$ cat src/verilog/core_pkg.sv
`default_nettype none

package core_pkg;

  localparam int XLEN      = 64;  // register and pc width
  localparam int ILEN      = 32;
  localparam int REG_IDX_W = 5;
  localparam int NUM_REGS  = 32;

  localparam logic [XLEN-1:0] RESET_PC = 64'h8000_0000;

  // major opcodes handled by the core
  typedef enum logic [6:0] {
    OPC_OP     = 7'b0110011,
    OPC_OP_IMM = 7'b0010011,
    OPC_LUI    = 7'b0110111,
    OPC_BRANCH = 7'b1100011
  } opcode_e;

  typedef enum logic [2:0] {
    ALU_ADD,
    ALU_SUB,
    ALU_AND,
    ALU_OR,
    ALU_XOR,
    ALU_SLT,
    ALU_PASS_B  // lui
  } alu_op_e;

  typedef struct packed {
    logic            valid;
    logic [XLEN-1:0] pc;
    logic [ILEN-1:0] instr;
  } if_id_t;

  typedef struct packed {
    logic                 valid;
    logic [XLEN-1:0]      pc;
    logic [ILEN-1:0]      instr;
    logic [XLEN-1:0]      rs1_val;
    logic [XLEN-1:0]      rs2_val;
    logic [XLEN-1:0]      imm;
    logic [REG_IDX_W-1:0] rs1_idx;
    logic [REG_IDX_W-1:0] rs2_idx;
    logic [REG_IDX_W-1:0] rd;
    alu_op_e              alu_op;
    logic                 use_imm;  // operand b from imm
    logic                 we;
    logic                 is_branch;
    logic                 br_ne;    // bne when set, beq otherwise
  } id_ex_t;

  // execute/writeback record, also the retire trace
  typedef struct packed {
    logic                 valid;
    logic [XLEN-1:0]      pc;
    logic [ILEN-1:0]      instr;
    logic [REG_IDX_W-1:0] rd;
    logic                 we;
    logic [XLEN-1:0]      data;
  } retire_t;

endpackage

`default_nettype wire

$ cat src/verilog/fetch_unit.sv
`timescale 1ns/1ps
`default_nettype none

module fetch_unit (
  input  logic                      clk,
  input  logic                      rst_n_i,
  input  logic                      imem_valid_i,
  input  logic [core_pkg::ILEN-1:0] imem_rdata_i,
  input  logic                      redirect_i,
  input  logic [core_pkg::XLEN-1:0] redirect_pc_i,
  output logic                      imem_req_o,
  output logic [core_pkg::XLEN-1:0] imem_addr_o,
  output core_pkg::if_id_t          if_id_o
);

  import core_pkg::*;

  logic [XLEN-1:0] pc_q;
  logic            req_q;
  logic            accept;
  if_id_t          if_id_d;

  assign imem_req_o  = req_q;
  assign imem_addr_o = pc_q;  // held until the word comes back
  assign accept      = req_q & imem_valid_i;

  // pc and request level
  always_ff @(posedge clk or negedge rst_n_i) begin
    if (!rst_n_i) begin
      req_q <= 1'b0;
      pc_q  <= RESET_PC;
    end else begin
      req_q <= 1'b1;  // request stays up once out of reset
      if (redirect_i) begin
        pc_q <= redirect_pc_i;  // redirect beats a same-cycle accept
      end else if (accept) begin
        pc_q <= pc_q + XLEN'(4);
      end
    end
  end

  always_comb begin
    if_id_d.valid = accept & ~redirect_i;  // drop the word fetched behind a taken branch
    if_id_d.pc    = pc_q;
    if_id_d.instr = imem_rdata_i;
  end

  // fetch/decode register
  always_ff @(posedge clk or negedge rst_n_i) begin
    if (!rst_n_i) begin
      if_id_o.valid <= 1'b0;
    end else begin
      if_id_o <= if_id_d;
    end
  end

endmodule

`default_nettype wire

$ cat config.mk
export PLATFORM = sky130hd
export DESIGN_NAME = fetch_unit
export DESIGN_NICKNAME = d
export VERILOG_FILES = /design/src/verilog/core_pkg.sv /design/src/verilog/fetch_unit.sv
export SDC_FILE = /design/constraint.sdc
export NUM_CORES = 1
export LEC_CHECK = 0
export BUFFER_PORTS_ARGS = -buffer_cell sky130_fd_sc_hd__buf_2
export CAP_MARGIN = 25
export CORE_UTILIZATION = 52
export CTS_BUF_LIST = sky130_fd_sc_hd__clkbuf_4
export CTS_CLUSTER_SIZE = 16
export DETAILED_ROUTE_END_ITERATION = 10
export MAX_ROUTING_LAYER = met4
export PLACE_DENSITY = 0.8
export SLEW_MARGIN = 25
export SYNTH_ARGS = -nofsm -noshare
export SYNTH_HDL_FRONTEND = slang
export SYNTH_SLANG_ARGS = --single-unit
$ cat constraint.sdc
create_clock -name clk -period 3.85 [get_ports clk]
set_input_delay 0.1925 -clock clk [delete_from_list [all_inputs] [get_ports clk]]
set_output_delay 0.1925 -clock clk [all_outputs]
set_load 0.02 [all_outputs]
==> out/qor.csv <==
stage,metric,value,unit
pwr,p_sw,1.12,mW
cells_and_area,area_growth,31.9,%
setup_path,cp-end-kind,flop,
global_routing,grt_usage,0.287,
synthesis,synth_most_common_cell,edfxtp_1,
route,vias,5987,
timing,post-route-period-util,0.676,
clock_tree,cts.sinks,162,
clock_tree,cts.path.max_buffers,2,
place,post-place-ws,1330,ps
clock_tree,cts_resized,0,
synthesis,synth.area.mux_share,0.00860,
setup_path,startpoint_type,flop,
floorplan,start_util,0.541,
synthesis,yosys.area.top_type,edfxtp_1,
floorplan,die_h,120,µm
global_routing,antenna_found_initial,2,
pwr,seqPwrFrac,0.547,
synthesis,synth_top_family_by_area,simple AND/OR/NAND/NOR gates,
place,place_congestion,0.933,
setup_path,reg2reg_slack,1250,ps
hold_path,hold_class,in -> reg,
floorplan,die_x,120,µm
synthesis,async_flop_share,0.407,
synthesis,yosysTopAreaCellShare,0.396,
clock_tree,root_buffer,clkbuf_4,
outcome,status,"complete, no violations",
place,port_buffers,261,
synthesis,synthTopCellsByArea,"edfxtp_1 (40%), dfrtp_1 (22%), buf_4 (6.7%)",
clock_tree,cts_hold_buf,98,
route,wirelength,19.6,mm
synthesis,syn_inst,620,
synthesis,synthSimpleGateAreaFrac,0.178,
pwr,vdd_drop_max,228,µV
pwr,pwr_density_cell,409,nW/µm²
global_routing,grt_pass1_vias,5971,
clock_tree,cts_made_buffers,17,
route,route.detailed.drc,0,
clock_tree,worstSkewPairLatency,580,ps
timing,maxSlewHeadroom,0.376,
cells_and_area,fin_cells,1110,
cells_and_area,multiInputGateArea,2160,µm²
cells_and_area,final_area,9600,µm²
cells_and_area,regArea,4540,µm²
setup_path,cp_max_fo,16,
clock_tree,path_clk_slew,140,ps
route,routedWlPerCell,17.6,µm
place,dp.cells,978,
route,drt_pre_antenna_iters,6,
cells_and_area,fillers,1006,
route,via_per_inst,5.39,
synthesis,ys.flop_type,edfxtp_1,
pwr,p_leak,4.03,nW
setup_path,required,4360,ps
timing,rsz0062_at_grt,no,
floorplan,row_count,42,
route,drt_iter0_drc,410,
timing,setup_ws,1250,ps
setup_path,r2r_cells,5,
clock_tree,cts_tree,done,
floorplan,core-area,13500,µm²
cells_and_area,drive_gt1_frac,0.329,
floorplan,ios,262,
global_routing,grt_overflow,0,
timing,finalSetupTns,0,ps
synthesis,synth_compound_area_frac,0.0635,
cells_and_area,finish.utilization,0.713,
pwr,power_frac_comb,0.169,
cells_and_area,layout.nets,1020,
pwr,swShare,0.285,
pwr,p_clk_frac,0.285,
synthesis,synth_nets,721,
timing,worst_slew_pin_slew,929,ps
timing,finalSetupViolCount,0,
synthesis,synth.distinct_cells,43,
pwr,p_int,2.81,mW
synthesis,ys_ff_latch,162,
clock_tree,htree_levels,4,
global_routing,grt_pass1_wl,30.5,mm
timing,hold_violations,0,
floorplan,dieArea,14500,µm²
synthesis,synth-edff-count,96,
synthesis,synthAdderAreaFrac,0.00172,
global_routing,grt_max_degree,107,
run,maxCapViolCount,0,
timing,fin_crit,2600,ps
synthesis,ys_seq_area_frac,0.624,
place,hpwl,13.3,mm
route,antenna_left,0,
hold_path,holdPathStages,3,
place,placedInstanceArea,8290,µm²
clock_tree,cts_setup_buffers,0,
synthesis,ys_warn_count,0,
timing,timing.fmax,385,MHz
synthesis,ys_top_cells_by_count,"edfxtp_1 (96), nand2_1 (76), buf_4 (65), dfrtp_1 (65), o21ai_0 (46)",
setup_path,arrival,3110,ps
timing,drv_slew,0,
synthesis,netlist_area,7270,µm²
synthesis,avgSynthCellArea,11.7,µm²
synthesis,synthXorXnorAreaFrac,0.0446,
setup_path,critical_path_class,reg -> reg,
timing,fin_skew,26.8,ps
==> area by class of cell <==
type / instances / share of cell area
multi-input combinational: 370 / 0.225
clock buffer: 21 / 0.0164
clock inverter: 11 / 0.0168
timing repair buffer: 363 / 0.243
antenna: 2 / 0.000522
inverter: 5 / 0.00196
tap: 176 / 0.0229
sequential: 162 / 0.473
==> sequential cells by signal, indices dropped and copies added (netlist names) <==
register,flops
if_id_o,97
imem_req_o,1
imem_addr_o,64
==> power groups by stage <==
stage / Sequential [mW] / Clock (mW) / Combinational, mW
floorplan: 2.25 / 0 / 0.310
global placement: 2.17 / 0 / 0.574
detailed placement: 2.18 / 0 / 0.580
CTS: 2.14 / 1.13 / 0.662
global route: 2.17 / 1.21 / 0.714
finish: 2.15 / 1.12 / 0.662
==> routing by layer <==
| metal | part of all wire | vias to the layer above | track usage |
|---|---|---|---|
| met4 | 0.024 | 0 | 0.112 |
| li1 | - | 2833 | - |
| met2 | 0.50 | 297 | 0.468 |
| met5 | 0 | - | - |
| met3 | 0.075 | 41 | 0.0712 |
| met1 | 0.40 | 2816 | 0.346 |
==> cell families after synthesis <==
group,Yosys count
buffers and inverters,88
and+or+nand+nor,247
AOI/OAI and AO/OA,78
adders and majority gates,1
muxes,6
DFF,162
other,1
xor gates and xnor gates,37
==> worst max-delay path, stage by stage (launching register included) <==
cell     delay (ps)
dfrtp_1         530
nand4_2         270
nor3_4          620
nand4_2         390
or4_1           560
a31oi_1         170
==> path summary, 6_finish.rpt <==
check	start	to
max in group asynchronous	rst_n_i	imem_addr_o[19]$_DFFE_PN0N_
min	imem_valid_i	if_id_o[96]$_DFF_PN0_
min reg2reg	imem_addr_o[1]$_DFFE_PN0P_	if_id_o[33]$_DFFE_PP_
min in group asynchronous	rst_n_i	imem_addr_o[59]$_DFFE_PN0N_
max	imem_addr_o[10]$_DFFE_PN0N_	imem_addr_o[53]$_DFFE_PN0N_
max reg2reg	imem_addr_o[10]$_DFFE_PN0N_	imem_addr_o[53]$_DFFE_PN0N_
==> placed cells by master (no fill, tap or decap), drive strengths merged, types with 6 or more instances in the layout <==
cell and instances:
a31oi 14, and3 7, buf 265, clkbuf 21
dfrtp 65, dlygate4sd3 98, edfxtp 96, nand2 77
nand3 28, nand4 44, nor2 31, nor3 17
nor4 14, o21ai 46, or3 9, or4 9
xnor2 6, xor2 31
==> through the flow <==
| stage | power, mW | hold WS [ps] |
|---|---|---|
| final | 3.93 | 85.8 |
| after global routing | 4.10 | 70.2 |
| after CTS | 3.94 | 57.5 |
| after detailed placement | 2.76 | 294 |
| after global placement | 2.75 | 286 |
| after floorplan | 2.56 | -103 |
No activity file was read; power rests on OpenSTA's default activity.
