--- src/verilog/core_pkg.sv ---
`default_nettype none

package core_pkg;

  localparam int XLEN      = 64;  // register and pc width
  localparam int ILEN      = 32;
  localparam int REG_IDX_W = 5;
  localparam int NUM_REGS  = 32;

  localparam logic [XLEN-1:0] RESET_PC = 64'h8000_0000;

  // major opcodes handled by the core
  typedef enum logic [6:0] {
    OPC_OP     = 7'b0110011,
    OPC_OP_IMM = 7'b0010011,
    OPC_LUI    = 7'b0110111,
    OPC_BRANCH = 7'b1100011
  } opcode_e;

  typedef enum logic [2:0] {
    ALU_ADD,
    ALU_SUB,
    ALU_AND,
    ALU_OR,
    ALU_XOR,
    ALU_SLT,
    ALU_PASS_B  // lui
  } alu_op_e;

  typedef struct packed {
    logic            valid;
    logic [XLEN-1:0] pc;
    logic [ILEN-1:0] instr;
  } if_id_t;

  typedef struct packed {
    logic                 valid;
    logic [XLEN-1:0]      pc;
    logic [ILEN-1:0]      instr;
    logic [XLEN-1:0]      rs1_val;
    logic [XLEN-1:0]      rs2_val;
    logic [XLEN-1:0]      imm;
    logic [REG_IDX_W-1:0] rs1_idx;
    logic [REG_IDX_W-1:0] rs2_idx;
    logic [REG_IDX_W-1:0] rd;
    alu_op_e              alu_op;
    logic                 use_imm;  // operand b from imm
    logic                 we;
    logic                 is_branch;
    logic                 br_ne;    // bne when set, beq otherwise
  } id_ex_t;

  // execute/writeback record, also the retire trace
  typedef struct packed {
    logic                 valid;
    logic [XLEN-1:0]      pc;
    logic [ILEN-1:0]      instr;
    logic [REG_IDX_W-1:0] rd;
    logic                 we;
    logic [XLEN-1:0]      data;
  } retire_t;

endpackage

`default_nettype wire

--- src/verilog/reg_file.sv ---
`timescale 1ns/1ps
`default_nettype none

module reg_file (
  input  logic                           clk,
  input  logic                           rst_n_i,
  input  logic [core_pkg::REG_IDX_W-1:0] rs1_idx_i,
  input  logic [core_pkg::REG_IDX_W-1:0] rs2_idx_i,
  input  core_pkg::retire_t              wr_i,
  output logic [core_pkg::XLEN-1:0]      rs1_val_o,
  output logic [core_pkg::XLEN-1:0]      rs2_val_o
);

  import core_pkg::*;

  logic [XLEN-1:0] regs_q [NUM_REGS];
  logic            wr_en;

  // x0 is never written, so it keeps its reset value of zero
  assign wr_en = wr_i.valid & wr_i.we & (wr_i.rd != '0);

  always_ff @(posedge clk or negedge rst_n_i) begin
    if (!rst_n_i) begin
      for (int i = 0; i < NUM_REGS; i++) begin
        regs_q[i] <= '0;
      end
    end else if (wr_en) begin
      regs_q[wr_i.rd] <= wr_i.data;
    end
  end

  // write-through covers the instruction two slots behind the writer
  assign rs1_val_o = (wr_en && wr_i.rd == rs1_idx_i) ? wr_i.data : regs_q[rs1_idx_i];
  assign rs2_val_o = (wr_en && wr_i.rd == rs2_idx_i) ? wr_i.data : regs_q[rs2_idx_i];

endmodule

`default_nettype wire

--- config.mk ---
export PLATFORM = sky130hd
export DESIGN_NAME = reg_file
export DESIGN_NICKNAME = d
export VERILOG_FILES = /design/src/verilog/core_pkg.sv /design/src/verilog/reg_file.sv
export SDC_FILE = /design/constraint.sdc
export NUM_CORES = 2
export LEC_CHECK = 0
export BUFFER_PORTS_ARGS = -buffer_cell sky130_fd_sc_hd__buf_2
export CORE_MARGIN = 2
export CORE_UTILIZATION = 61
export CTS_BUF_LIST = sky130_fd_sc_hd__clkbuf_2
export DETAILED_ROUTE_END_ITERATION = 16
export MAX_ROUTING_LAYER = met4
export PLACE_DENSITY = 0.82
export SETUP_SLACK_MARGIN = 0.1
export SLEW_MARGIN = 20
export SYNTH_ARGS = -nofsm -noshare
export SYNTH_HDL_FRONTEND = slang
export SYNTH_SLANG_ARGS = --single-unit
--- constraint.sdc ---
create_clock -name clk -period 2.6 [get_ports clk]
set_input_delay 0.26 -clock clk [delete_from_list [all_inputs] [get_ports clk]]
set_output_delay 0.26 -clock clk [all_outputs]
set_load 0.02 [all_outputs]
==> results by group <==
Worst setup path
  • Family of cells with the greatest summed delay on the critical path: compound AO/OA/AOI/OAI gates
  • Worst reg2reg setup slack: around 1.0 ns
  • Required @ worst endpoint: 2.34 ns
  • Slowest stage cell, crit path: mux4_2
  • Arrival time of data at the critical path endpoint: around 3.9 ns
  • Worst r2r path cells: 4
  • End of the worst register-to-register path: regs_q[35]$_DFFE_PN0P_
  • Startpoint of the worst register-to-register path: regs_q[35]$_DFFE_PN0P_
  • Critical setup path kind: flip-flop to primary output
  • Maximum net fanout on the critical path: 3
  • Critical Path, Cell by Cell: mux4_2 -> a22oi_1 -> nand2_1 -> a21oi_1 -> a21oi_1 -> buf_4 -> buf_2
  • First element of the critical path: regs_q[795]$_DFFE_PN0P_
  • Type of element launching the critical path: flip-flop
  • Number of gates on the worst path with buffers counted: 7
  • Critical path capture point type: primary output
  • Most common cell on crit path: a21oi_1
  • CP Buf/Inv Count: 2
  • Slowest cell delay on critical path: 0.48 ns

Min path
  • Class of the worst hold path: primary input to flip-flop
  • Hold Crit Endpoint: regs_q[1481]$_DFFE_PN0P_
  • Cell depth of the worst min-delay path: 6
  • Hold path startpoint: wr_i[65]

Cells and area
  • Final #Nets: roughly 8300
  • Layout cells sized above 1: 61.7%
  • Number of fill cells: between 10000 and 15000
  • Sequential cell area: between 50000 and 60000 µm²
  • Area taken by multi-input logic gates: roughly 56000 µm²
  • Top Registers: regs_q x2048
  • Post-layout util: about 70%
  • Top library cells by usage in the layout, fill and taps aside: dfrtp_1, mux2_2, mux4_2
  • Commonest non-fill, non-tap cell in the layout: dfrtp_1
  • P&R area growth vs syn: 17.7%
  • Top register by number of flip-flops: regs_q
  • Number of flip-flops in the largest register: 2048

STA
  • Max-slew violation count: 0
  • Worst-margin pin slew: 1.34 ns
  • Period utilisation layout: 160%
  • Worst relative slew slack: 10.4%
  • Max frequency: ~0.24 GHz
  • Minimum period implied by the final worst setup slack: 4.17 ns
  • Setup-failing EPs final: between 100 and 150
  • Final setup TNS: -168.25 ns
  • Final hold violations: 0
  • Clock skew: 0 ns
  • Worst setup margin: -1.57 ns
  • RSZ-0062 raised after global routing: true

Global route
  • Initial antenna violation count: 26
  • Congestion Overflow GR: 0
  • Via count of the first global-routing pass: 84629
  • GRT Resource Usage Total: 43.8%
  • First-pass GRT wire length: around 560000 µm
  • Largest net degree at the start of global routing: between 100 and 150

Die
  • Die Y: between 400 and 500 µm
  • Starting utilization of the core area: between 60 and 70%
  • Floorplan die width: 427 µm
  • Number of rows created at floorplan: 155
  • Die area: about 180000 µm²
  • IO Pins: ~310
  • Floorplan core area: 178000 µm²

Status
  • Violations in the final reports: negative setup slack
  • Result of the run: finished, violations left

Route
  • Final Routed Wirelength: around 390000 µm
  • Drt via density: 7.50
  • Residual antenna-violating net count after detailed routing: 0
  • Routed length per placed instance: roughly 36 µm
  • Number of search-and-repair iterations in the first detailed-routing pass: 8
  • Routed vias: slightly above 80000
  • 1st-iter DRT viols: about 12000
  • Post-route DRC: 0

Flow run
  • MaxCap Viol Count: 0

Yosys
  • Instance count of the mapped netlist: approximately 7200
  • Yosys warning count: 0
  • Number of library cell types mapped by synthesis: 49
  • Register bit count reported by yosys: between 2000 and 2500
  • Cell Area, Synth: roughly 110000 µm²
  • Syn Area/Cell: around 15 µm²
  • Sequential area share after synthesis: between 40% and 50%
  • Syn Nets: about 7400

Placed design
  • Final weighted congestion in routability-driven placement: approximately 0.93
  • Port bufs: 210
  • HPWL after detailed placement: between 200000 and 250000 µm

Pwr
  • Worst ir drop on vdd: between 0.5 and 0.6 mV
  • Leakage: just under 0.06 µW
  • P per Cell Area: between 600 and 700 nW/µm²

CTS
  • Max Buffers Root-to-Sink: 4
  • Number of CTS-inserted buffers: around 540
  • Library cell used as clock root buffer: clkbuf_2
  • Clock-pin slew on the worst setup and hold paths: 0.11 ns
  • Clock tree sinks: ~2000
  • Worst skew pair latency: ~1.8 ns
  • H-tree lvl count: 6
  • CTS tree: yes
-- power breakdown --
part	switching (µW)	internal, µW	total [µW]
logic	8330	10100	18500
registers	3280	35900	39200
clock network	13800	8170	22000
total	25400	54200	79600
-- cells in the mapped netlist, drive strengths merged --
cell type	n	area, µm²
nor3	16	85.1
o31ai	7	52.6
a22oi	284	2130
a221oi	5	43.8
mux2	1969	22200
nand2b	63	394
a31oi	3	18.8
xnor2	5	43.8
a21o	1	7.51
nor2	129	567
nand2	113	424
nand4	1	6.26
or2	5	31.3
xor2	5	43.8
o221ai	16	140
and3	1	6.26
and2	5	31.3
buf	391	2310
o211ai	2	15.0
mux2i	127	1270
a21oi	233	1170
a211o	14	123
clkbuf	457	1720
mux4	1042	23500
nor2b	15	93.8
or3	1	6.26
inv	4	15.0
a22o	9	78.8
o21ai	117	586
nand3	11	60.1
nand3b	1	7.51
o22ai	31	194
a211oi	26	195
o41ai	1	8.76
o21bai	12	90.1
o22a	5	43.8
o21a	1	7.51
nor4b	1	15.0
dfrtp	2048	51200
nor4	1	21.3
-- how the worst max path moves through the flow --
stage | endpoint | slack, ns
finish | rs1_val_o[27] | -1.57
global route | rs1_val_o[27] | -1.65
CTS | rs1_val_o[15] | -1.67
detailed placement | rs1_val_o[5] | -0.69
global placement | rs2_val_o[37] | -0.66
floorplan | rs2_val_o[62] | 0.21
-- timing repair --
action                                  CTS  global route
setup endpoints to repair               128           198
endpoints found under the hold margin  4032           188
setup buffers                           112            34
gates cloned                              0             2
hold buffers                            215             2
resized for setup                       607           205
pin swaps                               314           127
-- per-stage QoR --
step / hold WS, ns / cell area [µm²] / setup slack, ns / cells / power (µW)
6_report: 0.0877 / 128000 / -1.57 / 10816 / 79600
5_1_grt: 0.00199 / 128000 / -1.65 / 10804 / 82200
4_1_cts: 0.0449 / 127000 / -1.67 / 10747 / 78000
3_5_place_dp: 0.196 / 117000 / -0.690 / 9559 / 55200
3_3_place_gp: 0.201 / 117000 / -0.665 / 9559 / 54100
2_1_floorplan: -0.0356 / 109000 / 0.208 / 7178 / 49100
-- logic make-up (layout without fill, tap and decap cells) --
kind of cell | Yosys count | count (layout) | share of synthesized area, %
mux | 3138 | 3138 | 43.1
flops | 2048 | 2048 | 47.0
buf+inv | 852 | 2095 | 3.71
compound gates | 767 | 767 | 4.50
simple gates | 363 | 363 | 1.61
xor+xnor | 10 | 10 | 0.0804
other cells | 0 | 40 | 0
-- per-layer routing --
| metal | track usage, % | wire (µm) | up-vias |
|---|---|---|---|
| met3 | 16.7 | 57000 | 2431 |
| met1 | 51.6 | 127000 | 41486 |
| met5 | - | 0 | - |
| li1 | - | - | 29916 |
| met4 | 33.8 | 35900 | 0 |
| met2 | 60.7 | 170000 | 7308 |
-- layout make-up --
class,count,area share (%)
sequential,2048,40.0
multi-input combinational,4278,43.8
clock inverter,126,0.513
timing repair buffer,1224,10.4
inverter,4,0.0117
clock buffer,741,2.89
tap,2355,2.30
antenna,40,0.0781
-- tightest hold or removal path, cell delays in order --
cell           delay [ns]
buf_2                0.15
dlygate4sd3_1        0.69
or2_2                0.36
nor2_4               0.10
buf_12               0.17
mux2_2               0.23
No activity file was read; power rests on OpenSTA's default activity.
