<file path="config.mk">
export PLATFORM = sky130hd
export DESIGN_NAME = decode_stage
export DESIGN_NICKNAME = d
export VERILOG_FILES = /design/src/verilog/core_pkg.sv /design/src/verilog/decode_stage.sv
export SDC_FILE = /design/constraint.sdc
export NUM_CORES = 1
export LEC_CHECK = 0
export BUFFER_PORTS_ARGS = -buffer_cell sky130_fd_sc_hd__buf_4
export CORE_AREA = 2 2 215 217
export DETAILED_ROUTE_END_ITERATION = 8
export DIE_AREA = 0 0 217 219
export GPL_TIMING_DRIVEN = 0
export MAX_ROUTING_LAYER = met4
export PLACE_DENSITY_LB_ADDON = 0.05
export SLEW_MARGIN = 20
export SYNTH_ARGS = -nofsm -noshare
export SYNTH_HDL_FRONTEND = slang
export SYNTH_SLANG_ARGS = --single-unit
</file>
<file path="constraint.sdc">
create_clock -name clk -period 1.85 [get_ports clk]
set_input_delay 0.185 -clock clk [delete_from_list [all_inputs] [get_ports clk]]
set_output_delay 0.185 -clock clk [all_outputs]
set_load 0.01 [all_outputs]
</file>
<file path="src/verilog/core_pkg.sv">
`default_nettype none

package core_pkg;

  localparam int XLEN      = 64;  // register and pc width
  localparam int ILEN      = 32;
  localparam int REG_IDX_W = 5;
  localparam int NUM_REGS  = 32;

  localparam logic [XLEN-1:0] RESET_PC = 64'h8000_0000;

  // major opcodes handled by the core
  typedef enum logic [6:0] {
    OPC_OP     = 7'b0110011,
    OPC_OP_IMM = 7'b0010011,
    OPC_LUI    = 7'b0110111,
    OPC_BRANCH = 7'b1100011
  } opcode_e;

  typedef enum logic [2:0] {
    ALU_ADD,
    ALU_SUB,
    ALU_AND,
    ALU_OR,
    ALU_XOR,
    ALU_SLT,
    ALU_PASS_B  // lui
  } alu_op_e;

  typedef struct packed {
    logic            valid;
    logic [XLEN-1:0] pc;
    logic [ILEN-1:0] instr;
  } if_id_t;

  typedef struct packed {
    logic                 valid;
    logic [XLEN-1:0]      pc;
    logic [ILEN-1:0]      instr;
    logic [XLEN-1:0]      rs1_val;
    logic [XLEN-1:0]      rs2_val;
    logic [XLEN-1:0]      imm;
    logic [REG_IDX_W-1:0] rs1_idx;
    logic [REG_IDX_W-1:0] rs2_idx;
    logic [REG_IDX_W-1:0] rd;
    alu_op_e              alu_op;
    logic                 use_imm;  // operand b from imm
    logic                 we;
    logic                 is_branch;
    logic                 br_ne;    // bne when set, beq otherwise
  } id_ex_t;

  // execute/writeback record, also the retire trace
  typedef struct packed {
    logic                 valid;
    logic [XLEN-1:0]      pc;
    logic [ILEN-1:0]      instr;
    logic [REG_IDX_W-1:0] rd;
    logic                 we;
    logic [XLEN-1:0]      data;
  } retire_t;

endpackage

`default_nettype wire

</file>
<file path="src/verilog/decode_stage.sv">
`timescale 1ns/1ps
`default_nettype none

module decode_stage (
  input  logic                           clk,
  input  logic                           rst_n_i,
  input  core_pkg::if_id_t               if_id_i,
  input  logic [core_pkg::XLEN-1:0]      rs1_val_i,
  input  logic [core_pkg::XLEN-1:0]      rs2_val_i,
  input  logic                           flush_i,
  output logic [core_pkg::REG_IDX_W-1:0] rs1_idx_o,
  output logic [core_pkg::REG_IDX_W-1:0] rs2_idx_o,
  output core_pkg::id_ex_t               id_ex_o
);

  import core_pkg::*;

  opcode_e         opc;
  logic [2:0]      funct3;
  logic [6:0]      funct7;
  logic [XLEN-1:0] imm_i;
  logic [XLEN-1:0] imm_u;
  logic [XLEN-1:0] imm_b;
  id_ex_t          id_ex_d;

  assign opc       = opcode_e'(if_id_i.instr[6:0]);
  assign funct3    = if_id_i.instr[14:12];
  assign funct7    = if_id_i.instr[31:25];
  assign rs1_idx_o = if_id_i.instr[19:15];
  assign rs2_idx_o = if_id_i.instr[24:20];

  // sign-extended immediates
  assign imm_i = {{52{if_id_i.instr[31]}}, if_id_i.instr[31:20]};
  assign imm_u = {{32{if_id_i.instr[31]}}, if_id_i.instr[31:12], 12'b0};
  assign imm_b = {{51{if_id_i.instr[31]}}, if_id_i.instr[31], if_id_i.instr[7],
                  if_id_i.instr[30:25], if_id_i.instr[11:8], 1'b0};

  always_comb begin
    id_ex_d           = '0;
    id_ex_d.valid     = if_id_i.valid & ~flush_i;  // flush leaves a bubble
    id_ex_d.pc        = if_id_i.pc;
    id_ex_d.instr     = if_id_i.instr;
    id_ex_d.rs1_val   = rs1_val_i;
    id_ex_d.rs2_val   = rs2_val_i;
    id_ex_d.rs1_idx   = rs1_idx_o;
    id_ex_d.rs2_idx   = rs2_idx_o;
    id_ex_d.rd        = if_id_i.instr[11:7];
    id_ex_d.alu_op    = ALU_ADD;

    case (opc)
      OPC_OP: begin
        id_ex_d.we = 1'b1;
        case ({funct7, funct3})
          {7'h00, 3'b000}: id_ex_d.alu_op = ALU_ADD;
          {7'h20, 3'b000}: id_ex_d.alu_op = ALU_SUB;
          {7'h00, 3'b111}: id_ex_d.alu_op = ALU_AND;
          {7'h00, 3'b110}: id_ex_d.alu_op = ALU_OR;
          {7'h00, 3'b100}: id_ex_d.alu_op = ALU_XOR;
          {7'h00, 3'b010}: id_ex_d.alu_op = ALU_SLT;
          default:         id_ex_d.we     = 1'b0;  // unsupported, retires as nop
        endcase
      end
      OPC_OP_IMM: begin
        id_ex_d.we      = 1'b1;
        id_ex_d.use_imm = 1'b1;
        id_ex_d.imm     = imm_i;
        case (funct3)
          3'b000:  id_ex_d.alu_op = ALU_ADD;
          3'b111:  id_ex_d.alu_op = ALU_AND;
          3'b110:  id_ex_d.alu_op = ALU_OR;
          3'b100:  id_ex_d.alu_op = ALU_XOR;
          default: id_ex_d.we     = 1'b0;
        endcase
      end
      OPC_LUI: begin
        id_ex_d.we      = 1'b1;
        id_ex_d.use_imm = 1'b1;
        id_ex_d.imm     = imm_u;
        id_ex_d.alu_op  = ALU_PASS_B;
      end
      OPC_BRANCH: begin
        id_ex_d.imm       = imm_b;
        id_ex_d.is_branch = (funct3 == 3'b000) || (funct3 == 3'b001);  // beq, bne only
        id_ex_d.br_ne     = funct3[0];
      end
      default: ;  // other encodings write nothing
    endcase

    if (id_ex_d.rd == '0) begin
      id_ex_d.we = 1'b0;
    end
  end

  // decode/execute register
  always_ff @(posedge clk or negedge rst_n_i) begin
    if (!rst_n_i) begin
      id_ex_o.valid     <= 1'b0;
      id_ex_o.we        <= 1'b0;
      id_ex_o.is_branch <= 1'b0;
    end else begin
      id_ex_o <= id_ex_d;
    end
  end

endmodule

`default_nettype wire

</file>
==> results.md, run 1 <==
* Outcome: finished clean
* CTS Buf Count at 34
* DR iter-0 viols at 300
* CTS root buf: clkbuf_16
* RSZ-0062 raised after global routing: false
* Fin crit share at 96.00%
* Width of the die at 217 um
* Core Area at 45090 um2
* # port buffers at 548
* Drt wl/cell at 17.70 um
* Worst EP required at 2.25 ns
* Post-synth EDFFs at 261
* Top cells by area, synth: edfxtp_1 (87%), buf_4 (4.7%), a21o_2 (1.8%)
* #FFs+latches synth at 264
* Dominant synthesized flop cell: edfxtp_1
* Max Clock Freq at 563.1 MHz
* Top-level port count at 549
* Part of the power in registers at 46.0%
* Number of flip-flops under the largest register name at 264
* Sw power at 3.602 mW
* Share of post-route cells with drive strength above 1 at 56.02%
* Overall routing resource usage at 13.46%
* Sequential-to-total area share from yosys stat at 87.72%
* Die ar. at 47520 um2
* Antenna-violating nets left at 0
* Gp weighted congestion at 0.7496
* Antenna diodes at 0
* DR pass1 iterations at 4
* HPWL after DPL at 23540 um
* PD cells at 904.4 nW/um2
* Switching part of the total power at 22.99%
* Clock network power share at 39.5%
* CP Max Fanout at 10
* Vias in the first global route at 7012
* Fin cells at 1846
* Top reg by flops: id_ex_o
* Biggest regs: id_ex_o: 264 flops
* Clock sink total at 264
* Layout area overhead at 92.07%
* Crit path launch type: input port
* Slew @ Worst Pin at 0.5586 ns
* Remaining global-route overflow at 0
* Final setup vio count at 0
* First-pass GRT wire length at 45540 um
* Lkg Pwr at 7.347 nW
* Fill count at 4377
* Synth top area share at 86.89%
* Net Count, Synth at 632
* Crit path kind: input port to flop
* Routed Wire Length at 32680 um
* Relative slew slack at 62.66%
* Mapped Avg Cell Area at 22.33 um2
* Fin crit period at 1.776 ns
* Synth async-reset ratio at 1.136%
* Fin. max-slew vios at 0
* Cell variety after synth at 41
* Cell count after synthesis at 404
* Initial antenna violation count at 0
* Sum of negative setup slack at 0 ns
* Max_cap viols at 0
* Initial core utilization at 20.00%
* Fin. Hold Viols at 0
* H-tree depth at 2
* Logic pwr share at 14.5%
* Hold Path Class: input port to async pin
* CTS tree: done
* Syn Std Cell Area at 9020 um2
* # DRC at 0
* Clock-pin slew on the worst setup and hold paths at 0.06 ns
* Vias/cell at 3.650
* Vias at 6738
* Crit path DAT at 2.17 ns
* Area leader, netlist: edfxtp_1
* # rows at 78
* Die height at 219 um
* Setup crit end kind: flop
* Largest net degree at the start of global routing at 88
* Maximum clock path buffer count at 3
* Internal at 12.06 mW
* Post-layout nets at 1448
* VDD IR max at 0.0006114 V
* Yosys warning count at 0
* Post-Place Cells at 1555
[layout by cell type (no fill, tap or decap), types with 3 or more instances in the layout]
cell,n
buf_4,605
edfxtp_1,261
dlygate4sd3_1,227
clkbuf_16,37
a21o_2,19
clkbuf_1,13
clkinv_1,9
and2_2,7
a22o_1,5
a21oi_1,4
clkinv_2,4
nor3_1,3
dfrtp_1,3
buf_16,3
[worst paths after layout]
| kind | startpoint | to | slack (ns) | cells past startpoint |
|---|---|---|---|---|
| min in group clk | if_id_i[66] | id_ex_o[280]$_DFFE_PP_ | 0.38 | 2 |
| worst min-delay path | rst_n_i | id_ex_o[2]$_DFF_PN0_ | 0.17 | 2 |
| max in group asynchronous | rst_n_i | id_ex_o[1]$_DFF_PN0_ | 0.99 | 3 |
| worst max-delay path | if_id_i[5] | id_ex_o[52]$_DFFE_PP_ | 0.07 | 8 |
[timing repair]
action / 4_1_cts / 5_1_grt
hold buffers: 227 / 0
setup endpoints to repair: 33 / 3
gates resized for setup: 0 / 1
pin swaps: 0 / 1
hold endpoints to repair: 257 / 0
setup buffers: 2 / 1
[synth_stat cells, types with 2 or more instances]
cell type / n
a21o_2: 19
a21oi_1: 4
a22o_1: 5
and2_1: 2
and2_2: 7
buf_2: 2
buf_4: 57
buf_8: 2
clkbuf_1: 4
dfrtp_1: 3
edfxtp_1: 261
nand2_1: 2
nand2b_1: 2
nor2_1: 2
nor3_1: 3
nor3b_1: 2
o21ai_0: 2
or2_2: 2
[logic make-up after synthesis]
logic type,share of synthesized area (%)
buffers and inverters,5.396
DFF,87.72
and+or+nand+nor,3.510
AOI/OAI and AO/OA,3.371
[cell type report]
class / count / area, um2 / area share [%]
repair buffers: 781 / 6515 / 37.61
multi-input cells: 74 / 620.6 / 3.582
clock buffers: 47 / 963.4 / 5.561
plain buffers: 64 / 484.2 / 2.795
inverters: 1 / 3.754 / 0.02167
well taps: 600 / 750.7 / 4.333
clock inverters: 15 / 73.82 / 0.4261
flip-flops and latches: 264 / 7913 / 45.67
[power groups by stage]
stage,clock (mW),combinational (mW),sequential (mW)
floorplan,0,0.190,7.57
finish,6.19,2.27,7.20
CTS,6.49,2.33,7.20
global route,6.70,2.42,7.24
global placement,0,1.87,7.35
detailed placement,0,1.89,7.33
[routing by layer]
layer	wire [um]	global-route usage, %	vias up
met1	11800	14.00	3249
met4	658	4.543	0
met2	17340	23.62	283
met3	2876	4.782	42
met5	0	-	-
li1	-	-	3164
[stage by stage]
step                      power [mW]  setup slack, ns  hold WS (ns)  utilization [%]  area (um2)
final                          15.67          0.07406        0.1710            38.42       17320
after floorplan                7.764           0.4032       -0.1106                -        9020
after global routing           16.36          0.01594        0.1569            38.42       17320
after global placement         9.228           -1.830        0.3410            30.79       13880
after detailed placement       9.218          0.07030        0.1230            30.99       13970
after CTS                      16.02          0.08446        0.1322            38.40       17320
[critical path: stages]
cell	delay, ns
dlygate4sd3_1	0.54
buf_4	0.17
or3b_4	0.43
a21oi_4	0.25
and2_4	0.19
buf_8	0.14
buf_12	0.14
a21o_2	0.09
(Power assumes the default switching activity.)
==> run 2, diff against run 1 <==
Settings changed: BUFFER_PORTS_ARGS -buffer_cell sky130_fd_sc_hd__buf_4 to -buffer_cell sky130_fd_sc_hd__buf_2.
==> run 2 against run 1 <==
  * Power down 0.74%
  * Clock power increased by 5.3%
  * Routed wire length fell by 2.4%
  * Highest routed layer unchanged
  * Largest cell class unchanged
==> results.md, run 2 (synthesis results as in run 1) <==
* Most frequent cells in the layout: buf_2 (549), edfxtp_1 (261), dlygate4sd3_1 (227) (was buf_4 (605), edfxtp_1 (261), dlygate4sd3_1 (227))
* CTS tree: done (unchanged)
* Die height at 219 um (unchanged)
* CTS Buf Count at 34 (unchanged)
* Initial core utilization at 20.00% (unchanged)
* Top-level port count at 549 (unchanged)
* RSZ-0062 raised after global routing: false (unchanged)
* # DRC at 0 (unchanged)
* Fin. max-slew vios at 0 (unchanged)
* Part of the power in registers at 46.1% (was 46.0%)
* Outcome: finished clean (unchanged)
* Drt wl/cell at 17.26 um (was 17.70 um)
* Fill count at 4539 (was 4377)
* Largest net degree at the start of global routing at 77 (was 88)
* HPWL after DPL at 22940 um (was 23540 um)
* Crit path cell chain: dlygate4sd3_1 -> buf_2 -> or4b_4 -> nor4_4 -> buf_4 -> a21oi_1 -> o21ai_0 (was dlygate4sd3_1 -> buf_4 -> or3b_4 -> a21oi_4 -> and2_4 -> buf_8 -> buf_12 -> a21o_2)
* Width of the die at 217 um (unchanged)
* Clock network power share at 41.9% (was 39.5%)
* Layout area overhead at 78.06% (was 92.07%)
* Tot Pwr at 15.55 mW (was 15.67 mW)
* Post-Place Cells at 1555 (unchanged)
* Final setup vio count at 0 (unchanged)
* Crit path DAT at 2.17 ns (about the same)
* Relative slew slack at 66.97% (was 62.66%)
* Hold Path Class: input port to flop (was input port to async pin)
* Post-layout nets at 1452 (was 1448)
* Critical Path Slowest Stage Cell: or4b_4 (was dlygate4sd3_1)
* Logic pwr share at 11.9% (was 14.5%)
* Fin crit period at 1.799 ns (was 1.776 ns)
* DR iter-0 viols at 266 (was 300)
* CTS root buf: clkbuf_16 (unchanged)
* Number of flip-flops under the largest register name at 264 (unchanged)
* Routed Wire Length at 31890 um (was 32680 um)
* Overall routing resource usage at 13.00% (was 13.46%)
* Internal at 12.04 mW (was 12.06 mW)
* # rows at 78 (unchanged)
* Core Area at 45090 um2 (unchanged)
* Worst EP required at 2.22 ns (was 2.25 ns)
* Crit path kind: input port to flop (unchanged)
* Delay-heaviest family, CP: simple AND/OR/NAND/NOR gates (was buffers and inverters)
* Setup crit end kind: flop (unchanged)
* # port buffers at 548 (unchanged)
* Crit path launch type: input port (unchanged)
* Max incr delay on CP at 0.56 ns (was 0.54 ns)
* PD cells at 968.3 nW/um2 (was 904.4 nW/um2)
* Clock sink total at 264 (unchanged)
* Clock-pin slew on the worst setup and hold paths at 0.06 ns (about the same)
* Leading cell type in the layout, fill and taps excluded: buf_2 (was buf_4)
* Lkg Pwr at 6.933 nW (was 7.347 nW)
* Fin crit share at 97.23% (was 96.00%)
* Sw power at 3.511 mW (was 3.602 mW)
* Max_cap viols at 0 (unchanged)
* Maximum clock path buffer count at 3 (unchanged)
* H-tree depth at 2 (unchanged)
* Top reg by flops: id_ex_o (unchanged)
* Die ar. at 47520 um2 (unchanged)
* Biggest regs: id_ex_o: 264 flops (unchanged)
* Fin cells at 1847 (was 1846)
* Vias at 6705 (was 6738)
* Gp weighted congestion at 0.7420 (was 0.7496)
* CP Max Fanout at 6 (was 10)
* VDD IR max at 0.0004881 V (was 0.0006114 V)
* Fin. Hold Viols at 0 (unchanged)
* Antenna-violating nets left at 0 (unchanged)
* Remaining global-route overflow at 0 (unchanged)
* Initial antenna violation count at 0 (unchanged)
* Vias/cell at 3.630 (was 3.650)
* Antenna diodes at 0 (unchanged)
* Switching part of the total power at 22.58% (was 22.99%)
* Buf/Inv on CP at 3 (was 4)
* Share of post-route cells with drive strength above 1 at 56.30% (was 56.02%)
* First-pass GRT wire length at 44070 um (was 45540 um)
* Max Clock Freq at 556.0 MHz (was 563.1 MHz)
* Vias in the first global route at 6914 (was 7012)
* Slew @ Worst Pin at 0.4955 ns (was 0.5586 ns)
* DR pass1 iterations at 4 (unchanged)
[run 2: cell count changes in the layout (fill, tap and decap cells not counted)]
cell / change
clkinv_2: -1
buf_2: +547
clkbuf_1: -4
clkinv_1: +1
clkinv_4: -1
nor4b_4: +1
inv_8: -1
buf_8: +1
buf_4: -544
nor4b_2: -1
clkbuf_16: +1
bufinv_16: +3
buf_12: -1
[run 2: path summary, 6_finish.rpt]
kind,from,endpoint,slack [ns],cells after the start
max in group asynchronous,rst_n_i,id_ex_o[2]$_DFF_PN0_,0.77,4
min,rs1_val_i[54],id_ex_o[204]$_DFFE_PP_,0.37,2
max,if_id_i[6],id_ex_o[4]$_DFFE_PP_,0.05,7
min in group asynchronous,rst_n_i,id_ex_o[310]$_DFF_PN0_,0.53,3
[run 2: metrics by stage]
step	util, %	setup TNS, ns	setup WS (ns)	area [um2]	hold WS (ns)
after floorplan	-	0	0.4032	9020	-0.1106
after global placement	27.75	-952.56	-4.567	12510	0.3399
after detailed placement	27.96	0	0.03320	12610	0.3414
after CTS	35.49	0	0.04207	16000	0.3192
after global routing	35.62	0	0.003584	16060	0.3387
final	35.62	0	0.05129	16060	0.3732
[run 2: area by class of cell]
cell class / count / area [um2] / area share (%)
buffer: 64 / 479.2 / 2.984
clock inverter: 16 / 142.6 / 0.8881
sequential: 264 / 7913 / 49.27
inverter: 1 / 3.754 / 0.02337
clock buffer: 43 / 948.4 / 5.905
multi-input combinational: 74 / 629.4 / 3.919
tap: 600 / 750.7 / 4.674
timing repair buffer: 785 / 5194 / 32.34
[run 2: timing repair]
item                       CTS  global route
cloned                       0             1
setup endpoints to repair   33            54
gates resized for setup      0             1
hold endpoints to repair   247             0
hold buffers               227             0
setup buffers                2             4
pin swaps                    0             2
[run 2: power groups by stage]
| stage | registers [mW] | logic, mW | clock network, mW |
|---|---|---|---|
| finish | 7.18 | 1.85 | 6.52 |
| global route | 7.21 | 1.99 | 7.08 |
| CTS | 7.18 | 1.90 | 6.84 |
| detailed placement | 7.31 | 1.47 | 0 |
| global placement | 7.36 | 1.46 | 0 |
| floorplan | 7.57 | 0.190 | 0 |
[run 2: layer usage]
metal | routed length, um | global-route usage [%]
met4 | 621 | 4.498
met3 | 2852 | 4.685
met5 | 0 | -
met2 | 16710 | 22.68
met1 | 11710 | 13.56
